===== config.mk =====
export PLATFORM = sky130hd
export DESIGN_NAME = icache_fsm
export DESIGN_NICKNAME = d
export VERILOG_FILES = /design/src/source/icache_pkg.sv /design/src/source/icache_fsm.sv
export SDC_FILE = /design/constraint.sdc
export NUM_CORES = 1
export LEC_CHECK = 0
export BUFFER_PORTS_ARGS = -buffer_cell sky130_fd_sc_hd__buf_2
export CORE_AREA = 5 5 42 44
export CTS_CLUSTER_DIAMETER = 80
export DETAILED_ROUTE_END_ITERATION = 12
export DIE_AREA = 0 0 47 49
export PLACE_DENSITY_LB_ADDON = 0.08
export SLEW_MARGIN = 20
export SYNTH_ARGS = -nofsm -noshare
export SYNTH_HDL_FRONTEND = slang
export SYNTH_SLANG_ARGS = --single-unit

===== constraint.sdc =====
create_clock -name i_clk -period 1.45 [get_ports i_clk]
set_input_delay 0.29 -clock i_clk [delete_from_list [all_inputs] [get_ports i_clk]]
set_output_delay 0.29 -clock i_clk [all_outputs]
set_load 0.01 [all_outputs]

===== src/source/icache_pkg.sv =====
package icache_pkg;

  //////////////////////////////////////////////////
  // sizes
  //////////////////////////////////////////////////
  localparam int DATA_WIDTH   = 128;                        // one block
  localparam int BLOCK_BYTES  = DATA_WIDTH / 8;             // 16
  localparam int ADDR_W       = 16;                         // 64 KB memory
  localparam int OFFSET_W     = $clog2(BLOCK_BYTES);        // 4 bits
  localparam int CACHE_DEPTH  = 64;                         // 1 KB cache
  localparam int INDEX_W      = $clog2(CACHE_DEPTH);        // 6 bits
  localparam int TAG_W        = ADDR_W - INDEX_W - OFFSET_W; // 6 bits
  localparam int BLOCK_ADDR_W = TAG_W + INDEX_W;            // memory address width

  // a 32-bit instruction at this offset or above spills into the next block
  localparam logic [OFFSET_W-1:0] MISALIGN_OFFSET = OFFSET_W'(BLOCK_BYTES - 3);

  //////////////////////////////////////////////////
  // address views
  //////////////////////////////////////////////////
  typedef struct packed {
    logic [TAG_W-1:0]    tag;
    logic [INDEX_W-1:0]  index;
    logic [OFFSET_W-1:0] offset;
  } icache_fields_t;

  typedef struct packed {
    logic [BLOCK_ADDR_W-1:0] block_addr; // tag and index together
    logic [OFFSET_W-1:0]     offset;
  } icache_block_t;

  typedef union packed {
    icache_fields_t fields; // for the arrays
    icache_block_t  block;  // for the memory side
  } icache_addr_u;

  // miss controller outputs
  typedef struct packed {
    logic cache_wren;
    logic set_valid;
    logic replace_tag;
    logic addr_sel;          // 0 current block, 1 next block
    logic set_valid_align;
    logic replace_tag_align;
  } icache_ctrl_t;

  typedef enum logic [1:0] {
    S_COMPARE,
    S_FILL,
    S_FILL_ALIGN
  } icache_state_e;

endpackage


===== src/source/icache_fsm.sv =====
`timescale 1ns/1ps

module icache_fsm (
  input  logic                              i_clk,
  input  logic                              i_reset,
  input  logic                              i_hit,
  input  logic                              i_hit_align,
  input  logic [icache_pkg::OFFSET_W-1:0]   i_offset,
  input  logic                              i_mem_ready,
  output icache_pkg::icache_ctrl_t          o_ctrl,
  output logic                              o_mem_rden,
  output logic                              o_stall
);

  icache_pkg::icache_state_e state;
  icache_pkg::icache_state_e state_next;

  logic misaligned;
  logic align_miss;

  // instruction runs into the following block
  assign misaligned = (i_offset >= icache_pkg::MISALIGN_OFFSET);
  assign align_miss = misaligned && !i_hit_align;

  //////////////////////////////////////////////////
  // state register
  //////////////////////////////////////////////////
  always_ff @(posedge i_clk) begin
    if (i_reset) begin
      state <= icache_pkg::S_COMPARE;
    end else begin
      state <= state_next;
    end
  end

  //////////////////////////////////////////////////
  // next state and outputs
  //////////////////////////////////////////////////
  always_comb begin
    state_next = state;
    o_ctrl     = '0;
    o_mem_rden = 1'b0;
    o_stall    = 1'b1;

    case (state)
      icache_pkg::S_COMPARE: begin
        o_stall = !i_hit || align_miss;
        if (!i_hit) begin
          state_next = icache_pkg::S_FILL;       // primary block first
        end else if (align_miss) begin
          state_next = icache_pkg::S_FILL_ALIGN;
        end
      end

      icache_pkg::S_FILL: begin
        o_mem_rden = 1'b1;
        if (i_mem_ready) begin
          o_ctrl.cache_wren  = 1'b1;
          o_ctrl.set_valid   = 1'b1;
          o_ctrl.replace_tag = 1'b1;
          state_next         = icache_pkg::S_COMPARE; // recheck the second block there
        end
      end

      icache_pkg::S_FILL_ALIGN: begin
        o_mem_rden      = 1'b1;
        o_ctrl.addr_sel = 1'b1; // memory and write both on next block
        if (i_mem_ready) begin
          o_ctrl.cache_wren        = 1'b1;
          o_ctrl.set_valid_align   = 1'b1;
          o_ctrl.replace_tag_align = 1'b1;
          state_next               = icache_pkg::S_COMPARE;
        end
      end

      default: begin
        state_next = icache_pkg::S_COMPARE;
      end
    endcase
  end

endmodule


# Yosys cells after proc, flatten, opt, wreduce, memory -nomap -nowiden
# Cells that the tools add are included.
# classes
magnitude_cmp	1
eq_ne	4
muxes	12
reduce_logical	7
# op_table
op	n
$mux 2	5
$mux 3	2
$ge 4x4->1 const B	1
$pmux 2 s2	1
$mux 1	3
$ne 3x3->1 const B	1
$eq 2x1->1 const B	1
$eq 2x2->1 const B	1
$logic_not 1->1	2
$logic_not 2->1	1
$ne 2x1->1 const B	1
$pmux 1 s2	1
$reduce_and 2->1	1
$reduce_or 2->1	1
$logic_and 1x1->1	1
$logic_or 1x1->1	1
# totals
ff_bits	2
input_bits	9
out_inout_bits	8
wordCells	25

# Longest topological paths before layout
# Gate-level depths: netlist of the first run.
# depth
word_depth	5
ltp_mapped	5
mapped_depth_nobuf	5

# Worst setup path before layout of the first run
# Ideal clock, no wire load.
# synth_timing
path_kind	register -> register
from	register state[0]
to	register state[1]
setup_ns	0.079
arrival_ns	1.517
required_ns	1.371
path_slack_ns	-0.147
stages_incl_launch_ff	6
path_buffers	0
period_less_slack_ns	1.597
path_cell_list	dfxtp_1 > inv_1 > ha_1 > nor2b_1 > or4_1 > a211oi_2
# synth_between
elab_chain_len	4
word_cells_on_any_way	8
cone_classes	eq/ne: 4; mux: 1; reduce/logical: 3
# synth_rtl
item	line	source
from (decl)	icache_fsm.sv:15	icache_pkg::icache_state_e state;
from (signal assigned)	icache_fsm.sv:30	state <= icache_pkg::S_COMPARE;
from (signal assigned)	icache_fsm.sv:32	state <= state_next;
$eq 2x2->1 or $eq 2x1->1 (tied branches)	icache_fsm.sv:45	case (state)
$reduce_or 2->1 (no source line)	-	
$ne 2x1->1 (no source line)	-	
$reduce_and 2->1 (no source line)	-	
# Several ways; a longest one is shown, not always the timed one.
# A chain may end at the register's enable or synchronous reset.

==> metrics.txt, run 1 <==
Layout area overhead=103%; final max-slew violation count=0; biggest registers after layout=state (2); Synth cell types=15; CTS buffer count=3; Max FO, Critical Path=3; Arrival @ worst endpoint=between 1 and 1.5 ns; register area share after synthesis=0.200; crit path launch=state[0]; Final WS setup=-0.00381 ns; Worst-Margin Slew=0.286 ns; routed vias=250; Net count, final=60; die area=roughly 2300 µm²; mean area per synthesized cell=between 8 and 9 µm²; status=finished with violations; worst reg2reg endpoint=state[1]; initial drt markers=3; post-DR wirelength/cell=slightly above 9 µm; Hold EP=state[1]; # diodes=0; worst hold stages=2; # fillers=roughly 170; leakage power=0.190 nW; flop2flop setup slack=approximately 0.02 ns; layout cell share with drive strength beyond 1=0.761; metal3 WL=just under 40 µm; Final Critical Period=approximately 1.5 ns; Max Clock Skew=roughly 0.000057 ns; most frequent cells in the layout=buf_2, buf_6, buf_4; Hold WS=0.245 ns; core area=about 1400 µm²; RR Startpoint=state[0]; clock sinks=2; Biggest register=state; area leader, netlist=dfxtp_1; R2R depth=5; Die Wd=between 40 and 50 µm; antenna violations before repair=0; Via density=just over 4; Placer Congestion=0.678; Antenna Nets Post-Route=0; Syn Nets=36; WP data required=1.16 ns; crit path launch type=flip-flop; max reg flops=2; met1 WL=roughly 260 µm; crit path kind=flip-flop to output port; top sig layer=met3; IO Pins=17; Port Buf Inserts=16; Root Buffer=clkbuf_4; Cell Pwr Density=about 760 nW/µm²; placed insts=58; slew margin rel.=0.807; fmax=slightly below 700 MHz; DP HPWL=518 µm; # DRC=0; CTS tree=done; largest cells by area after synthesis=dfxtp_1, ha_1, and2_1; FF+latch count, synth=2; worst hold path type=input port to flip-flop; Warnings, synthesis=0; Final Hold Vio Count=0; Remaining Overflow, GRT=0; worst skew pair latency=between 0.2 and 0.25 ns; # setup viols final=1; std cell rows=14; synthesized area=about 200 µm²; clk slew on worst S/H paths=around 0.030 ns; initial core utilization=0.143; routed wire length=around 580 µm; Post-Syn Instances=24; most common cell after layout, fill and taps aside=buf_2; first-pass GRT wire length=between 900 and 1000 µm; Met2 Routed Length=around 280 µm; startpoint of the worst hold path=i_reset; Worst Setup End Kind=output port; largest net degree at the start of global routing=6; vias in the first global route=~250; Tot GR Track Use=0.0590; clk buf depth=2; fin cells=slightly above 60; failing checks=setup timing; cts hold-fix bufs=0; H-tree Lvls=1; DIE HEIGHT=~49 µm; Peak supply drop=roughly 0.20 mV; Final Cycle Share=1.00; Max-Cap Viols=0; share of the synthesized area in the top cell type=0.200; Initial DRT Pass Iterations=2; RSZ-0062 raised after global routing=true
-- critical path, cell delays in order, from the launching register on --
cell,delay (ns)
dfxtp_2,0.32
inv_2,0.05
ha_4,0.23
buf_6,0.11
and2_4,0.12
buf_6,0.11
-- per-layer routing --
layer,global-route usage,up-vias
li1,-,127
met2,0.0747,11
met5,0,-
met4,0.0553,0
met3,0.0148,0
met1,0.0763,112
-- synthesized netlist by cell type --
master	instances
a21oi_1	1
nor2b_1	1
nand2_1	2
o311ai_0	2
ha_1	3
dfxtp_1	2
and2_1	3
nand3b_1	1
inv_1	2
a211oi_2	1
or4_1	1
nor2_1	1
a31oi_1	1
or2b_1	1
buf_4	2
-- cells by family after synthesis --
group | after synthesis | synth area share
flops | 2 | 0.200
buf+inv | 4 | 0.112
simple gates | 10 | 0.294
fa+ha+maj | 3 | 0.188
compound gates | 5 | 0.206
-- area by class of cell --
| cell class | count | area, µm² | area share |
|---|---|---|---|
| flip-flops and latches | 2 | 42.5 | 0.105 |
| repair buffers | 21 | 140 | 0.345 |
| inverters | 2 | 7.51 | 0.0185 |
| clock buffers | 3 | 22.5 | 0.0554 |
| multi-input cells | 18 | 174 | 0.428 |
| well taps | 16 | 20.0 | 0.0492 |
-- how the worst max path moves through the flow --
stage,endpoint,slack [ns],depth (start not counted)
4_1_cts,o_ctrl[5],-0.04,5
3_3_place_gp,state[1],-0.03,5
5_1_grt,o_ctrl[5],-0.05,5
2_1_floorplan,state[1],-0.004,5
3_5_place_dp,state[1],-0.02,5
6_report,o_ctrl[5],-0.004,5
-- through the flow --
stage	setup TNS (ns)	worst slack, ns	total power, mW	area [µm²]	util
CTS	-0.0576	-0.0439	0.309	384	0.274
global placement	-0.0251	-0.0251	0.166	329	0.235
finish	-0.00381	-0.00381	0.308	407	0.290
floorplan	-0.00391	-0.00391	0.121	214	-
global route	-0.144	-0.0483	0.332	407	0.290
detailed placement	-0.0246	-0.0246	0.166	329	0.235
-- what timing repair did --
item / in CTS / in global routing
pin swaps: 3 / 1
endpoints found under the setup margin: 4 / 4
resized for setup: 7 / 5
setup buffers: 0 / 1
-- report_power, final --
part	internal, mW	leakage (nW)	switching [mW]
combinational	0.0716	0.159	0.0520
clock	0.0911	0.0138	0.0297
sequential	0.0606	0.0172	0.00273
No activity file was read; power rests on OpenSTA's default activity.
==> run 2: changes to the inputs <==
--- a/config.mk
+++ b/config.mk
@@ -6,10 +6,13 @@
 export NUM_CORES = 1
 export LEC_CHECK = 0
 export BUFFER_PORTS_ARGS = -buffer_cell sky130_fd_sc_hd__buf_2
-export CORE_AREA = 5 5 42 44
+export CAP_MARGIN = 40
+export CELL_PAD_IN_SITES_DETAIL_PLACEMENT = 0
+export CELL_PAD_IN_SITES_GLOBAL_PLACEMENT = 2
+export CORE_MARGIN = 3
+export CORE_UTILIZATION = 14
 export CTS_CLUSTER_DIAMETER = 80
 export DETAILED_ROUTE_END_ITERATION = 12
-export DIE_AREA = 0 0 47 49
 export PLACE_DENSITY_LB_ADDON = 0.08
 export SLEW_MARGIN = 20
 export SYNTH_ARGS = -nofsm -noshare
==> metrics.txt, run 2 (synthesized netlist as in run 1, its figures left out) <==
clk slew on worst S/H paths=about 0.030 ns; crit path kind=flip-flop to output port; # setup viols final=1; cts hold-fix bufs=0; leakage power=0.190 nW; Sw Share=0.268; crit path launch type=flip-flop; fmax=approximately 700 MHz; routed wire length=~560 µm; switching power=just over 0.08 mW; Die Wd=around 44 µm; Root Buffer=clkbuf_4; Cell Pwr Density=roughly 730 nW/µm²; Largest stage delay, worst path=around 0.32 ns; Placer Congestion=0.741; # diodes=0; CP Buf/Inv Count=3; max reg flops=2; initial core utilization=0.152; WP depth=5; IO Pins=17; WP data required=about 1.2 ns; Layout area overhead=110%; post-DR wirelength/cell=slightly above 9 µm; CTS buffer count=3; Peak supply drop=between 0.2 and 0.3 mV; routed vias=approximately 260; vias in the first global route=just under 200; Arrival @ worst endpoint=between 1 and 1.5 ns; Final WS setup=-0.0176 ns; Max Clock Skew=roughly 0.0018 ns; CP Cell Sequence=inv_2, ha_4, buf_6, and2_4, buf_6; Biggest register=state; biggest registers after layout=state (2); setup_tns=-0.0176 ns; Final Critical Period=about 1.5 ns; antenna violations before repair=0; H-tree Lvls=1; Final Cycle Share=1.01; worst skew pair latency=approximately 0.22 ns; layout cell share with drive strength beyond 1=0.761; CTS tree=done; Critical Path Most Common Cell=buf_6; final max-slew violation count=0; core area=~1300 µm²; RR Startpoint=state[0]; Tot GR Track Use=0.0511; Net count, final=60; Internal Power=0.226 mW; DIE HEIGHT=about 44 µm; # DRC=0; crit path launch=state[0]; Port Buf Inserts=16; CP top delay family=flip-flops; worst hold path type=input port to flip-flop; Max FO, Critical Path=3; most frequent cells in the layout=buf_2, buf_6, and2_4, clkbuf_4, buf_4; Final Hold Vio Count=0; clk buf depth=2; status=finished with violations; largest net degree at the start of global routing=6; flop2flop setup slack=0.02 ns; die area=approximately 1900 µm²; Comb power frac=0.413; worst reg2reg endpoint=state[1]; Initial DRT Pass Iterations=7; clock network power share=0.382; placed insts=57; CP endpoint=o_ctrl[5]; RSZ-0062 raised after global routing=true; R2R depth=5; most common cell after layout, fill and taps aside=buf_2; initial drt markers=2; Via density=about 4.2; first-pass GRT wire length=731 µm; std cell rows=13; Max-Cap Viols=0; clock sinks=2; Worst Setup End Kind=output port; slew margin rel.=0.790; failing checks=setup timing; Seq pwr share=0.204; slowest CP cell=dfxtp_2; Antenna Nets Post-Route=0; DP HPWL=496 µm; Remaining Overflow, GRT=0; Worst-Margin Slew=slightly above 0.3 ns; fin cells=61
## run 2: per-stage QoR
step            util  worst slack [ns]  total power, mW  cell area (µm²)  hold slack [ns]
6_report       0.319           -0.0176            0.309              420            0.239
5_1_grt        0.319           -0.0562            0.335              420            0.241
4_1_cts        0.295           -0.0405            0.314              389            0.231
3_5_place_dp   0.249           -0.0244            0.166              328            0.473
3_3_place_gp   0.249           -0.0222            0.168              328            0.473
2_1_floorplan      -          -0.00391            0.121              214            0.352
## run 2: how the worst min path moves through the flow
stage | start | end | cells after the start | slack (ns)
detailed placement | i_reset | state[0] | 2 | 0.47
global route | i_reset | state[1] | 2 | 0.24
finish | i_reset | state[1] | 2 | 0.24
floorplan | i_reset | state[0] | 1 | 0.35
CTS | i_reset | state[1] | 2 | 0.23
global placement | i_reset | state[1] | 2 | 0.47
## run 2: cell type report
type | instances | area (µm²)
Fill cell | 145 | 897
Multi-Input combinational cell | 18 | 173
Timing Repair Buffer | 21 | 156
Sequential cell | 2 | 42.5
Clock buffer | 3 | 22.5
Tap cell | 15 | 18.8
Inverter | 2 | 7.51
## run 2: power by group through the flow
| stage | Clock, mW | Sequential [mW] | Combinational [mW] |
|---|---|---|---|
| 6_report | 0.118 | 0.0631 | 0.128 |
| 5_1_grt | 0.130 | 0.0636 | 0.141 |
| 4_1_cts | 0.127 | 0.0631 | 0.125 |
| 3_5_place_dp | 0 | 0.0637 | 0.102 |
| 3_3_place_gp | 0 | 0.0639 | 0.105 |
| 2_1_floorplan | 0 | 0.0647 | 0.0559 |
## run 2: what timing repair did
item	CTS	global route
pin swaps	2	1
buffers inserted	1	0
gates resized for setup	8	6
setup endpoints to repair	4	6
## run 2: metal layers
layer | vias to the layer above | global-route usage | part of all wire
met5 | - | 0 | 0
met4 | 0 | 0.0181 | 0
met3 | 0 | 0.0249 | 0.10
met2 | 17 | 0.0785 | 0.45
met1 | 110 | 0.0614 | 0.45
li1 | 129 | - | -
